## src/firPkg.sv

```systemverilog
package firPkg;

	// every sample, pre-sum, product and tree node shares this width
	localparam int SAMPLE_WIDTH = 18;

	// 15 taps fold into 7 mirrored pairs and one centre tap
	localparam int TAP_COUNT = 15;
	localparam int PAIR_COUNT = (TAP_COUNT - 1) / 2;
	localparam int UNIQUE_TAPS = PAIR_COUNT + 1;

	// depth of the binary tree over the unique taps
	localparam int TREE_LEVELS = $clog2(UNIQUE_TAPS);

	// one quarter of full scale in 2s16
	localparam int QUARTER_STEP = 16384;

	// pair sums land on even quarters, the centre on odd quarters
	localparam int PAIR_LEVEL_COUNT = 7;
	localparam int CENTRE_LEVEL_COUNT = 4;

	// half-width of the open acceptance window around each level
	localparam int MATCH_TOLERANCE = 10;

	typedef logic signed [SAMPLE_WIDTH-1:0] sample_t;

	// one word per unique tap, index PAIR_COUNT is the centre
	typedef struct packed {
		sample_t [UNIQUE_TAPS-1:0] taps;
	} uniqueTaps_t;

	// level sets in quarters of full scale
	localparam int PAIR_LEVELS [PAIR_LEVEL_COUNT] = '{-6, -4, -2, 0, 2, 4, 6};
	localparam int CENTRE_LEVELS [CENTRE_LEVEL_COUNT] = '{-3, -1, 1, 3};

	// 0s18 coefficients, outermost pair first and centre tap last
	localparam sample_t COEFFICIENTS [UNIQUE_TAPS] = '{
		18'sd3924,
		18'sd4047,
		18'sd1459,
		-18'sd2677,
		-18'sd5917,
		-18'sd5847,
		-18'sd1639,
		18'sd5023
	};

	// level in quarters for one entry of the pair or centre set
	function automatic int levelQuarters(input bit centre, input int index);
		if (centre) begin
			return CENTRE_LEVELS[index];
		end
		return PAIR_LEVELS[index];
	endfunction

	// 2s16 value that sits at the middle of a level window
	function automatic int levelValue(input int quarters);
		return quarters * QUARTER_STEP;
	endfunction

	// coefficient times level, the divide by four rounds toward minus infinity
	function automatic sample_t levelProduct(input sample_t coef, input int quarters);
		int full;
		full = int'(coef) * quarters;
		return sample_t'(full >>> 2);
	endfunction

endpackage

```

## src/adderTree.sv

```systemverilog
module adderTree
	import firPkg::*;
(
	input  logic        sys_clk,
	input  logic        reset,
	input  logic        sampleEn,
	input  uniqueTaps_t products,
	output sample_t     treeSum
);

	// each level halves the node count, 8 to 4 to 2 to 1
	for (genvar l = 0; l < TREE_LEVELS; l++) begin : treeLevel
		localparam int NODES = UNIQUE_TAPS >> (l + 1);

		sample_t operand [2 * NODES];
		sample_t node [NODES];

		for (genvar i = 0; i < 2 * NODES; i++) begin : feed
			if (l == 0) begin : fromProducts
				assign operand[i] = products.taps[i];
			end else begin : fromLevel
				assign operand[i] = treeLevel[l - 1].node[i];
			end
		end

		// neighbouring operands pair up into one registered node
		always_ff @(posedge sys_clk) begin
			if (reset) begin
				for (int i = 0; i < NODES; i++) begin
					node[i] <= '0;
				end
			end else if (sampleEn) begin
				for (int i = 0; i < NODES; i++) begin
					node[i] <= operand[2 * i] + operand[2 * i + 1];
				end
			end
		end
	end

	// root of the tree
	assign treeSum = treeLevel[TREE_LEVELS - 1].node[0];

	// every level clears together, so the root is zero right after reset
	assert property (
		@(posedge sys_clk)
		reset |=> (treeSum == '0)
	) else $error("treeSum not cleared by reset");

endmodule

```

## src/levelProductLookup.sv

```systemverilog
module levelProductLookup
	import firPkg::*;
(
	input  logic        sys_clk,
	input  logic        reset,
	input  logic        sampleEn,
	input  uniqueTaps_t preSums,
	output uniqueTaps_t products
);

	// product picked for each unique tap before the register
	sample_t selected [UNIQUE_TAPS];

	for (genvar k = 0; k < UNIQUE_TAPS; k++) begin : field
		// the last field is the centre tap with its own level set
		localparam bit IS_CENTRE = (k == PAIR_COUNT);
		localparam int LEVELS = IS_CENTRE ? CENTRE_LEVEL_COUNT : PAIR_LEVEL_COUNT;

		logic [LEVELS-1:0] hit;
		sample_t entry [LEVELS];
		sample_t match;
		int fieldValue;

		assign fieldValue = int'(preSums.taps[k]);

		for (genvar j = 0; j < LEVELS; j++) begin : window
			localparam int QUARTERS = levelQuarters(IS_CENTRE, j);
			localparam int MIDDLE = levelValue(QUARTERS);

			// precomputed coefficient times level, no multiplier in hardware
			assign entry[j] = levelProduct(COEFFICIENTS[k], QUARTERS);

			// strictly inside the window on both sides
			assign hit[j] = (fieldValue > MIDDLE - MATCH_TOLERANCE) &&
				(fieldValue < MIDDLE + MATCH_TOLERANCE);
		end

		// off-grid values match nothing and give zero
		always_comb begin
			match = '0;
			for (int j = 0; j < LEVELS; j++) begin
				if (hit[j]) begin
					match = entry[j];
				end
			end
		end

		assign selected[k] = match;

		// windows are far apart, so a second hit means a broken level table
		assert property (
			@(posedge sys_clk) disable iff (reset)
			$onehot0(hit)
		) else $error("field %0d matched more than one level window", k);
	end

	always_ff @(posedge sys_clk) begin
		if (reset) begin
			products <= '0;
		end else if (sampleEn) begin
			for (int k = 0; k < UNIQUE_TAPS; k++) begin
				products.taps[k] <= selected[k];
			end
		end
	end

endmodule

```

## src/symbolFir.sv

```systemverilog
module symbolFir
	import firPkg::*;
(
	input  logic    sys_clk,
	input  logic    reset,
	input  logic    sampleEn,
	input  sample_t sampleIn,
	output sample_t filterOut
);

	uniqueTaps_t preSums;
	uniqueTaps_t products;
	sample_t treeSum;

	// delay line and mirrored pre-add, two enabled cycles
	symmetricTapLine i_symmetricTapLine (
		.sys_clk  (sys_clk),
		.reset    (reset),
		.sampleEn (sampleEn),
		.sampleIn (sampleIn),
		.preSums  (preSums)
	);

	// level match and product select, one enabled cycle
	levelProductLookup i_levelProductLookup (
		.sys_clk  (sys_clk),
		.reset    (reset),
		.sampleEn (sampleEn),
		.preSums  (preSums),
		.products (products)
	);

	// three registered levels
	adderTree i_adderTree (
		.sys_clk  (sys_clk),
		.reset    (reset),
		.sampleEn (sampleEn),
		.products (products),
		.treeSum  (treeSum)
	);

	// output register, seventh enabled stage
	always_ff @(posedge sys_clk) begin
		if (reset) begin
			filterOut <= '0;
		end else if (sampleEn) begin
			filterOut <= treeSum;
		end
	end

endmodule

```

## src/symmetricTapLine.sv

```systemverilog
module symmetricTapLine
	import firPkg::*;
(
	input  logic        sys_clk,
	input  logic        reset,
	input  logic        sampleEn,
	input  sample_t     sampleIn,
	output uniqueTaps_t preSums
);

	// 1s17 input seen as 2s16, the arithmetic shift keeps the sign
	sample_t scaledIn;

	// index 0 holds the newest sample
	sample_t delayLine [TAP_COUNT];

	assign scaledIn = sampleIn >>> 1;

	// delay line entry and shift
	always_ff @(posedge sys_clk) begin
		if (reset) begin
			for (int i = 0; i < TAP_COUNT; i++) begin
				delayLine[i] <= '0;
			end
		end else if (sampleEn) begin
			delayLine[0] <= scaledIn;
			for (int i = 1; i < TAP_COUNT; i++) begin
				delayLine[i] <= delayLine[i - 1];
			end
		end
	end

	// fold the mirrored taps
	// two halved inputs always fit in the 2s16 range
	always_ff @(posedge sys_clk) begin
		if (reset) begin
			preSums <= '0;
		end else if (sampleEn) begin
			for (int k = 0; k < PAIR_COUNT; k++) begin
				preSums.taps[k] <= delayLine[k] + delayLine[TAP_COUNT - 1 - k];
			end
			// centre tap has no mirror
			preSums.taps[PAIR_COUNT] <= delayLine[PAIR_COUNT];
		end
	end

	// a held enable freezes the folded taps seen by the lookup
	assert property (
		@(posedge sys_clk) disable iff (reset)
		!sampleEn |=> $stable(preSums)
	) else $error("preSums changed without sampleEn");

endmodule
```

## config.mk

```make
export PLATFORM = sky130hd
export DESIGN_NAME = symbolFir
export DESIGN_NICKNAME = d
export VERILOG_FILES = /design/src/firPkg.sv /design/src/adderTree.sv /design/src/levelProductLookup.sv /design/src/symbolFir.sv /design/src/symmetricTapLine.sv
export SDC_FILE = /design/constraint.sdc
export NUM_CORES = 1
export LEC_CHECK = 0
export ABC_AREA = 1
export ABC_CLOCK_PERIOD_IN_PS = 9900
export BUFFER_PORTS_ARGS = -buffer_cell sky130_fd_sc_hd__buf_2
export CAP_MARGIN = 20
export CORE_MARGIN = 1
export CORE_UTILIZATION = 50
export DETAILED_ROUTE_END_ITERATION = 12
export PLACE_DENSITY = 0.68
export SETUP_SLACK_MARGIN = 0.02
export SLEW_MARGIN = 20
export SYNTH_ARGS = -nofsm -noshare
export SYNTH_HDL_FRONTEND = slang
export SYNTH_HIERARCHICAL = 1
export SYNTH_SLANG_ARGS = --single-unit
```

## constraint.sdc

```tcl
create_clock -name sys_clk -period 9.9 [get_ports sys_clk]
set_clock_uncertainty 0.15 [all_clocks]
set_input_delay 1.98 -clock sys_clk [delete_from_list [all_inputs] [get_ports sys_clk]]
set_output_delay 1.98 -clock sys_clk [all_outputs]
set_load 0.05 [all_outputs]
```

* Word level (Yosys, flattened, before mapping)
Memories as Yosys holds them, arrays and structs flattened. A register that Yosys moved wholly into a read port is not among the register bits.
Cells that the tools add are included.
** Cells by class
- $add $sub $neg :: 14
- Magnitude comparators :: 106
- Muxes and demuxes :: 81
- Bitwise gates (word level) :: 21
- Reductions and logical operators :: 54
** Operator list (count)
- two-way mux 18 bit :: 59
- greater-than comparator 18 bit, second input constant :: 21
- less-than comparator 18 bit, second input constant :: 21
- greater-than comparator 18 x 17 -> 1 bit, second input constant :: 16
- less-than comparator 18 x 17 -> 1 bit, second input constant :: 16
- adder 18 bit :: 14
- greater-than comparator 18 x 16 -> 1 bit, second input constant :: 8
- less-than comparator 18 x 16 -> 1 bit, second input constant :: 8
- greater-than comparator 18 x 5 -> 1 bit, second input constant :: 7
- less-than comparator 18 x 5 -> 1 bit, second input constant :: 7
- two-way mux 14 bit :: 8
- two-way mux 12 bit :: 8
- logical AND 1 bit :: 53
- bitwise OR 1 bit :: 21
- greater-than comparator 18 x 15 -> 1 bit, second input constant :: 1
- less-than comparator 18 x 15 -> 1 bit, second input constant :: 1
- OR reduction 18 bit :: 1
- two-way mux 1 bit :: 6
** Word-level totals
- Register bits :: 288
- Memory bits (writable) :: 396
- Memories kept :: 4
** Memories
- i_symmetricTapLine.delayLine :: depth 15, bits a word 18, read ports 15, clocked after memory_dff 0, wr ports 15, line symmetricTapLine.sv:15 : sample_t delayLine [TAP_COUNT];
- i_adderTree.treeLevel[0].node :: depth 4, bits a word 18, read ports 4, clocked after memory_dff 0, wr ports 4, line adderTree.sv:16 : sample_t node [NODES];
- i_adderTree.treeLevel[1].node :: depth 2, bits a word 18, read ports 2, clocked after memory_dff 0, wr ports 2, line adderTree.sv:16
- i_adderTree.treeLevel[2].node :: depth 1, bits a word 18, read ports 1, clocked after memory_dff 1, wr ports 1, line adderTree.sv:16

* Depth between registers and ports, before layout
Gate-level depths: netlist of the first run.
- Depth in word-level cells :: 9
- Mapped depth :: 14

* Hierarchy
The synthesis of the first run kept the hierarchy.
** By module, submodules not included
- symmetricTapLine :: times used 1, cells an instance 2595, area an instance 20747.4 µm², sequential area each 10520.1 µm²
- adderTree :: times used 1, cells an instance 1591, area an instance 11193.2 µm², sequential area each 3783.6 µm²
- levelProductLookup :: times used 1, cells an instance 1307, area an instance 6909.1 µm², sequential area each 1141.1 µm²
- symbolFir :: times used 1, cells an instance 114, area an instance 759.5 µm², sequential area each 360.3 µm²

* Worst setup path after synthesis of the first run
No wires, ideal clock.
- Kind :: in2reg
- Start point :: in reset
- End point :: mem i_symmetricTapLine/delayLine[0][0] (netlist bit), enable pin
- Setup time :: 606 ps
- Data arrival time :: 7457 ps
- Slack :: 1686 ps
- Stages :: 5
- Cells stage by stage :: buf_2 -> nor2_2 -> buf_2 -> buf_2 -> inv_1
** RTL lines
- from (decl) :: line symbolFir.sv:5 : input logic reset,
- to (decl) :: line symmetricTapLine.sv:15

==> reports/summary.md, run 1 <==
The area of the die came out at 80300 um2. The portion of total power attributed to combinational logic is 0.159, and the wire length per cell is 14.4 um. In this run, post-CTS repair resized a total of 0 instances. The number of antenna diodes in the final layout is 0. The tool flagged a number of max-cap violations equal to 0. The total power per unit cell area was 161 nW/um2; the shortest clock period the worst path allows after layout was 4.33 ns.

For this design, the sink count on the clock tree is 599. Setup violations remaining at the end of the flow were counted as 0. Based on the critical path, the design can be clocked at up to 0.231 GHz.

The overall track demand over capacity in global routing was 0.236. The width of the die came out at 283 um. The number of pins with negative max-slew slack in the final report is 0.

For the number of hold buffers added after CTS, the log shows 0. For the detailed placement HPWL, the log shows 70400 um. The tools report the final number of hold-violating endpoints as 0.

The number of clock buffers added by TritonCTS is 70. The summed negative setup slack over all endpoints came out at 0 ns. For this run, the leading register cell type out of synthesis is edfxtp_1. The synthesized flop and latch total was 599; the number of warning messages in the yosys log was 6. The run gives 39 as the count of boundary I/O pins.

Entering global routing, the biggest net connects 117 pins. The multi-input combinational cells in the finished layout cover a total of 19500 um2. The measured slew at the worst slew-check pin is 1.08 ns. The critical path contains buffers and inverters numbering 5 combined. Setup repair after global routing left no endpoint under its margin. The run finished with clean final reports. The logs give 0 for the number of antenna violations at the first check in global routing and 5880 for the number of nets in the synthesized netlist. The tree is rooted in a clkbuf_16. The tools report the remaining design rule violation count as 0. The logs give 0.102 mV for the peak supply drop and 0.348 for the met1 layer usage reported by global route.

In this run, placement finished with an instance count of 6507. met2 is the most crowded layer. Cell seen most often among critical-path stages: buf_4. The first detailed-routing pass ran for 8 iterations. Relative to the synthesized area, the layout overhead comes to 7.30%. The final cycle utilization of the critical path is 0.437, and the initial standard-cell utilization of the core is 0.508. The tools report the internal power of the cells as 4.83 mW.

Once detail routing completed, the nets flagged for antenna violations numbered 0. The share of power burned in the clock network is 0.397. After synthesis, the mean cell area works out to 7.06 um2.

Master of the slowest instance on the critical path: inv_8. Summed over all layers, the global routing overflow is 0. Data on the critical path is required at its endpoint by 10.06 ns.

The global-route met2 utilization is 0.367, and the H-tree level count is 3. Along the worst path, the maximum fanout reaches 116. The filler cells instantiated in the layout total 7553. For the endpoint arrival time on the critical path, the log shows 4.49 ns. By startpoint and endpoint, the worst setup path is classified as in2reg. The run gives 6638 as the number of non-filler instances in the completed layout. The routed design has 95300 um of wire. After technology mapping, the gate count stands at 5607. For this run, the post-layout net count is 5813. TritonCTS built the clock tree. The flip-flop and latch area was 15800 um2. The die is 283 um tall.

The share of Yosys cell area claimed by the top area cell type works out to 0.289. The endpoint type of the worst setup path is a register. Yosys attributes the largest share of cell area to edfxtp_1 29%, nand2_1 15%, dfxtp_1 11%, nor2_1 8.6%, inv_1 7.8%. Counting flops with a built-in enable in the synthesized netlist gives 381. Summing every instance area after synthesis gives 39600 um2. The number of distinct library cells after synthesis is 50, and the post-CTS repair timing setup buffer count is 0. The proportion of layout cells with a drive suffix above 1 works out to 0.0463. Switching part of the total power: 0.295. The switching power summed over all nets is 2.02 mW.

Row count: 102. After clock tree synthesis, the clock-pin slew on the worst setup and hold paths is 0.06 ns. STA classifies the critical path startpoint as an input port. Async set-reset flop share out of synthesis: 0. The first global-routing pass estimated 157000 um of wire. For the worst-skew pair, the clock arrives at the later sink with an insertion delay of 0.63 ns. For the leakage dissipation, the log shows 20.3 nW.

Broken down by cell family, the worst path's largest delay share belongs to buffers and inverters. The delay of the slowest cell on the worst path came out at 0.69 ns. The signal on the critical path passes through buf_4 -> nor2_4 -> buf_4 -> inv_8 -> buf_4 -> buf_16. Using the TritonRoute via totals, the vias-per-cell ratio works out to 5.11. Number of global-route vias before repair: 30913. The tools report the maximum buffer depth of the clock tree as 3. The DRC violation total after the first TritonRoute iteration was 2799; the portion of the post-synthesis area used by sequential elements was 0.399.

The tightest min-delay check is of the reg2reg type. The remaining max-slew budget at the tightest pin came out at 0.279. Buffers placed on the I/O ports in this run total 37.

Routability-driven placement congestion ratio: 0.896. The cell accounting for the most synthesized area is edfxtp_1. The relative contribution of sequential cells to total power is 0.443, and the overall via count from detail_route is 33938.

The placeable core region was 78000 um2. The run gives 0.0330 as the met3 track demand over resource in global routing.
[cell families (layout without fill, tap and decap cells)]
| family | count (synthesis) | after routing | synth area share |
|---|---|---|---|
| adders and majority gates | 252 | 252 | 0.0823 |
| other | 1 | 1 | 0.0000947 |
| xor gates and xnor gates | 12 | 12 | 0.00265 |
| DFF | 599 | 599 | 0.399 |
| AOI/OAI and AO/OA | 658 | 658 | 0.0878 |
| buffers and inverters | 1026 | 1017 | 0.110 |
| and+or+nand+nor | 3059 | 3059 | 0.318 |
[final cells by class]
class	count	share of cell area
multi-input combinational	3982	0.458
tap	1040	0.0306
clock buffer	91	0.0447
timing repair buffer	52	0.00760
clock inverter	39	0.0129
sequential	599	0.372
inverter	835	0.0740
[flip-flops by register name, indices dropped and copies added (netlist names)]
register	flops
filterOut	18
i_symmetricTapLine/delayLine	255
i_symmetricTapLine/preSums	143
i_levelProductLookup/products	57
i_adderTree/treeLevel.node	126
[final timing paths]
check	from	end	slack [ns]	cells past startpoint
worst max-delay path	reset	i_symmetricTapLine/delayLine[0][6]	5.57	6
worst min-delay path	i_symmetricTapLine/preSums[93]	i_symmetricTapLine/preSums[93]	0.32	2
worst max register to register	i_symmetricTapLine/delayLine[0][198]	i_symmetricTapLine/preSums[70]	7.21	13
worst min register to register	i_symmetricTapLine/preSums[93]	i_symmetricTapLine/preSums[93]	0.32	2
[worst min-delay path: cells and delay by family, from the launching register on]
| family | cells | cell delay [ns] |
|---|---|---|
| flops | 1 | 0.33 |
| compound gates | 1 | 0.06 |
| simple gates | 1 | 0.05 |
[power groups by stage]
stage / logic (mW) / registers, mW / clock network (mW)
2_1_floorplan: 0.863 / 3.03 / 0
3_3_place_gp: 1.06 / 3.09 / 0
5_1_grt: 1.26 / 3.06 / 2.88
4_1_cts: 1.09 / 3.04 / 2.78
3_5_place_dp: 1.08 / 3.09 / 0
6_report: 1.09 / 3.04 / 2.72
[placed cells by master (no fill, tap or decap), types with 30 or more instances in the layout]
cell type	n
o21ai_0	215
nand3b_1	39
dfxtp_1	218
and2_1	30
a21oi_1	333
buf_2	35
nor2_1	906
clkbuf_16	71
o21ai_1	47
ha_1	238
nand3_1	348
nand4_1	45
nand2_1	1553
edfxtp_1	381
nor3_1	68
inv_1	819
[through the flow]
stage	cell area, um2	utilization	hold WS [ns]	total power, mW	setup slack [ns]
6_report	42500	0.545	0.318	6.85	5.57
5_1_grt	42500	0.545	0.339	7.20	5.43
4_1_cts	42500	0.545	0.315	6.91	5.35
3_5_place_dp	40000	0.513	0.299	4.16	4.68
3_3_place_gp	40000	0.513	0.302	4.15	4.75
2_1_floorplan	39600	-	0.271	3.89	1.69
[cell usage after synthesis, types with 6 or more instances]
master    count
o21ai_2       7
o22ai_1       7
nand3_1     348
ha_1        238
a21o_1        7
dfxtp_1     218
o21bai_1     10
a21oi_2       6
xnor2_1       7
o21ai_1      47
and2_1       30
nand2_2      27
buf_6        14
nor3_1       68
clkbuf_1     47
inv_1       820
fa_1         14
nand3b_1     39
a22o_1        7
buf_2        38
nand3_2      13
nor2_2       12
edfxtp_1    381
buf_4        92
a31oi_1       8
o21ai_0     215
inv_2        14
nand2_1    1553
nand4_1      45
a21oi_1     333
nor2_1      906
[layer usage]
metal,wire length (um),up-vias,part of all wire
met5,0,-,0
met4,1470,0,0.015
li1,-,17769,-
met3,5680,100,0.060
met2,41100,788,0.43
met1,47100,15281,0.49
Power figures use the tool's default switching activity.
==> inputs of run 2 (changes only) <==
ABC_CLOCK_PERIOD_IN_PS = 3970   (was 9900)
PLACE_DENSITY = 0.71   (was 0.68)
clock period = 3.97 ns   (was 9.9 ns; I/O delays follow)
==> run 2 against run 1 <==
Global-route usage down 0.24 points. Register-to-register slack got worse by 5.9 ns. First-iteration DRC count is 5.3% lower. Die area did not move. Routed wire length fell by 1.1%. Core utilization rose by 0.35 points. Clock power grew to 2.5 times the previous value. Critical path depth rose by 7. Combinational power rose to 2.5 times the previous value. Critical path type is now reg2reg. Critical endpoint is now i_symmetricTapLine/preSums[70]. Highest routed layer unchanged.
==> reports/summary.md, run 2 (synthesis results as in run 1) <==
In the layout the commonest cells are 1553 x nand2_1, 906 x nor2_1, 819 x inv_1. Number of instances in the placed design: 6519 (+0.18%). In the final layout, the registers with the most flip-flops are i_symmetricTapLine/delayLine (255), i_symmetricTapLine/preSums (143), i_adderTree/treeLevel.node (126).

The logs give 0.234 (-0.00243) for the overall track demand over capacity in global routing and 2652 (-5.3%) for the DRC violation total after the first TritonRoute iteration. The height of the die works out to 283 um (unchanged). The total power per unit cell area came out at 403 nW/um2 (+150%). The leakage dissipation was 20.4 nW (+0.73%).

Number of antenna violations at the first check in global routing: 0 (unchanged). Count of boundary I/O pins: 39 (unchanged). The tools report the number of maximum-capacitance constraint violations as 0 (unchanged). For the clock sink count, the log shows 599 (unchanged). The flow ran to the end, and the final reports show no timing, DRC or antenna violations. The signed area change from the synthesized netlist to the final layout is 7.98%, and the delay of the slowest cell on the worst path is 0.41 ns (-0.28 ns). The global-route wire length before repair was 156000 um (-0.71%); the measured slew at the worst slew-check pin was 1.02 ns (-0.0637 ns).

The achievable frequency is 0.374 GHz. By instance count, the cell type seen most on the critical path is nand2_1. The run gives 0 (unchanged) as the number of nets with antenna violations after detailed routing. The maximum buffer depth of the clock tree is 3 (unchanged), and the wire length per cell is 14.2 um (-1.3%).

The endpoint arrival time on the critical path was 3.01 ns (-1.48 ns). Antenna diode count: 0 (unchanged). The library cell used most frequently in the layout, excluding fill and tap cells, is nand2_1. The tools report the overall routed net length as 94300 um (-1.1%). The proportion of layout cells with a drive suffix above 1 is 0.0492 (+0.00294).

The remaining max-slew budget at the tightest pin is 0.322 (+0.0425). The launching element type of the critical path is a register. The tightest min-delay check is of the in2reg type. The worst setup path is captured at a register.

The ratio of routed vias to standard cells was 5.13 (+0.42%). The number of non-filler instances in the completed layout was 6649 (+0.17%). The number of cells on the worst reg-to-reg path works out to 13 (unchanged).

More flip-flops sit in one register than any other, and that register is i_symmetricTapLine/delayLine. The run gives 0.508 (unchanged) as the initial standard-cell utilization of the core. The run gives 5824 (+0.19%) as the number of nets in the finished design. The shortest clock period the worst path allows after layout works out to 2.67 ns. Among cell families on the critical path, the largest total delay comes from simple AND/OR/NAND/NOR gates.

For the count of final setup violators, the log shows 0 (unchanged). Setup repair after global routing left no endpoint under its margin. The run gives 30943 (+0.097%) as the number of global-route vias before repair. The tools report the later-pin clock latency in the skew report as 0.62 ns (about the same). The aggregate global routing overflow was 0 (unchanged); the quantity of I/O buffers inserted on ports was 37 (unchanged). The detailed placement HPWL is 70500 um (+0.16%).

Critical path data required time: 4.31 ns (-5.75 ns). The run gives 0 (unchanged) as the number of hold buffers added after CTS. Master of the slowest instance on the critical path: o21ai_0. The first-pass detailed-route iteration total came out at 6 (-2). TritonCTS built the clock tree.

Number of gates on the worst path with buffers counted: 13 (+7). The row count came out at 102 (unchanged). The worst setup path category is reg2reg.

The peak supply drop was 0.329 mV (+220%). The logs give 0 (unchanged) for the post-CTS repair timing setup buffer count and 144 (+23%) for the pin count of the biggest net entering global routing. The peak fanout along the critical path was 4 (-97%).

The number of cells on the worst hold path was 3 (+1). Master cell of the clock root buffer: clkbuf_16. The number of pins with negative max-slew slack in the final report was 0 (unchanged). Traced cell by cell, the critical path runs through ha_1 -> inv_1 -> fa_1 -> inv_1 -> nand2_1 -> o21ai_0 -> nand2_1 -> nand2_1 -> nand2_1 -> nand2_1 -> nand2_1 -> nand3_1 -> nand2_1. The register clock-pin slew on the reported worst setup and hold paths came out at 0.06 ns (about the same). The H-tree level count is 3 (unchanged), and the post-cts sizing count is 0 (unchanged).

The number of flip-flops under the largest register name is 255 (unchanged). The critical path buffer and inverter count is 2 (-3), and the number of CTS-inserted buffers is 70 (unchanged). The placeable core region was 78000 um2 (unchanged). The remaining design rule violation count was 0 (unchanged); the overall via count from detail_route was 34137 (+0.59%). Area of the die: 80300 um2 (unchanged). The final cycle utilization of the critical path came out at 0.673. The routability-driven placement congestion ratio came out at 0.896 (about the same). Summed negative setup slack over all endpoints: 0 ns (unchanged). The width of the die came out at 283 um (unchanged). The run gives 0 (unchanged) as the final number of hold-violating endpoints.
-- run 2: cell types whose count changed in the layout (fill, tap and decap cells not counted), moves of 2 or more --
cell / delta
buf_12: +12
clkbuf_1: -9
clkbuf_16: +3
clkinv_1: +3
inv_6: +3
bufinv_16: +2
clkinv_16: -2
inv_4: +2
-- run 2: worst paths after layout --
check,from,endpoint,slack (ns)
max,i_symmetricTapLine/delayLine[0][198],i_symmetricTapLine/preSums[70],1.30
min,sampleIn[5],i_symmetricTapLine/delayLine[0][4],0.31
max reg2reg,i_symmetricTapLine/delayLine[0][198],i_symmetricTapLine/preSums[70],1.30
min reg2reg,filterOut[1],filterOut[1],0.32
-- run 2: stage by stage --
stage | cell area, um2 | setup WS, ns | power (mW) | util | hold WS [ns]
6_report | 42800 | 1.30 | 17.2 | 0.549 | 0.307
5_1_grt | 42800 | 1.05 | 18.1 | 0.549 | 0.323
4_1_cts | 42800 | 1.32 | 17.4 | 0.549 | 0.279
3_5_place_dp | 40300 | 0.976 | 10.4 | 0.516 | 0.310
3_3_place_gp | 40300 | 0.967 | 10.4 | 0.516 | 0.301
2_1_floorplan | 39600 | -1.72 | 9.70 | - | 0.271
-- run 2: cell type report --
| type | count | area (um2) |
|---|---|---|
| clock buffers | 84 | 1930 |
| clock inverters | 46 | 584 |
| fillers | 7373 | 35200 |
| inverters | 835 | 3140 |
| multi-input cells | 3982 | 19500 |
| flip-flops and latches | 599 | 15800 |
| well taps | 1040 | 1300 |
| repair buffers | 63 | 536 |
-- run 2: layer usage --
layer / part of all wire / up-vias / GRT usage
met4: 0.017 / 0 / 0.0539
met3: 0.056 / 120 / 0.0304
met2: 0.43 / 768 / 0.363
met1: 0.50 / 15461 / 0.345
met5: 0 / - / 0
li1: - / 17788 / -
-- run 2: where the power goes --
group	total [mW]	internal, mW	switching, mW
Combinational	2.76	0.903	1.85
Clock	6.93	4.23	2.69
Sequential	7.57	7.13	0.439
Total	17.2	12.3	4.99
-- run 2: worst register-to-register path, stage by stage (launching register included) --
cell,delay (ns)
edfxtp_1,0.39
ha_1,0.26
inv_1,0.08
fa_1,0.36
inv_1,0.13
nand2_1,0.08
o21ai_0,0.41
nand2_1,0.11
nand2_1,0.14
nand2_1,0.08
nand2_1,0.06
nand2_1,0.05
nand3_1,0.17
nand2_1,0.07
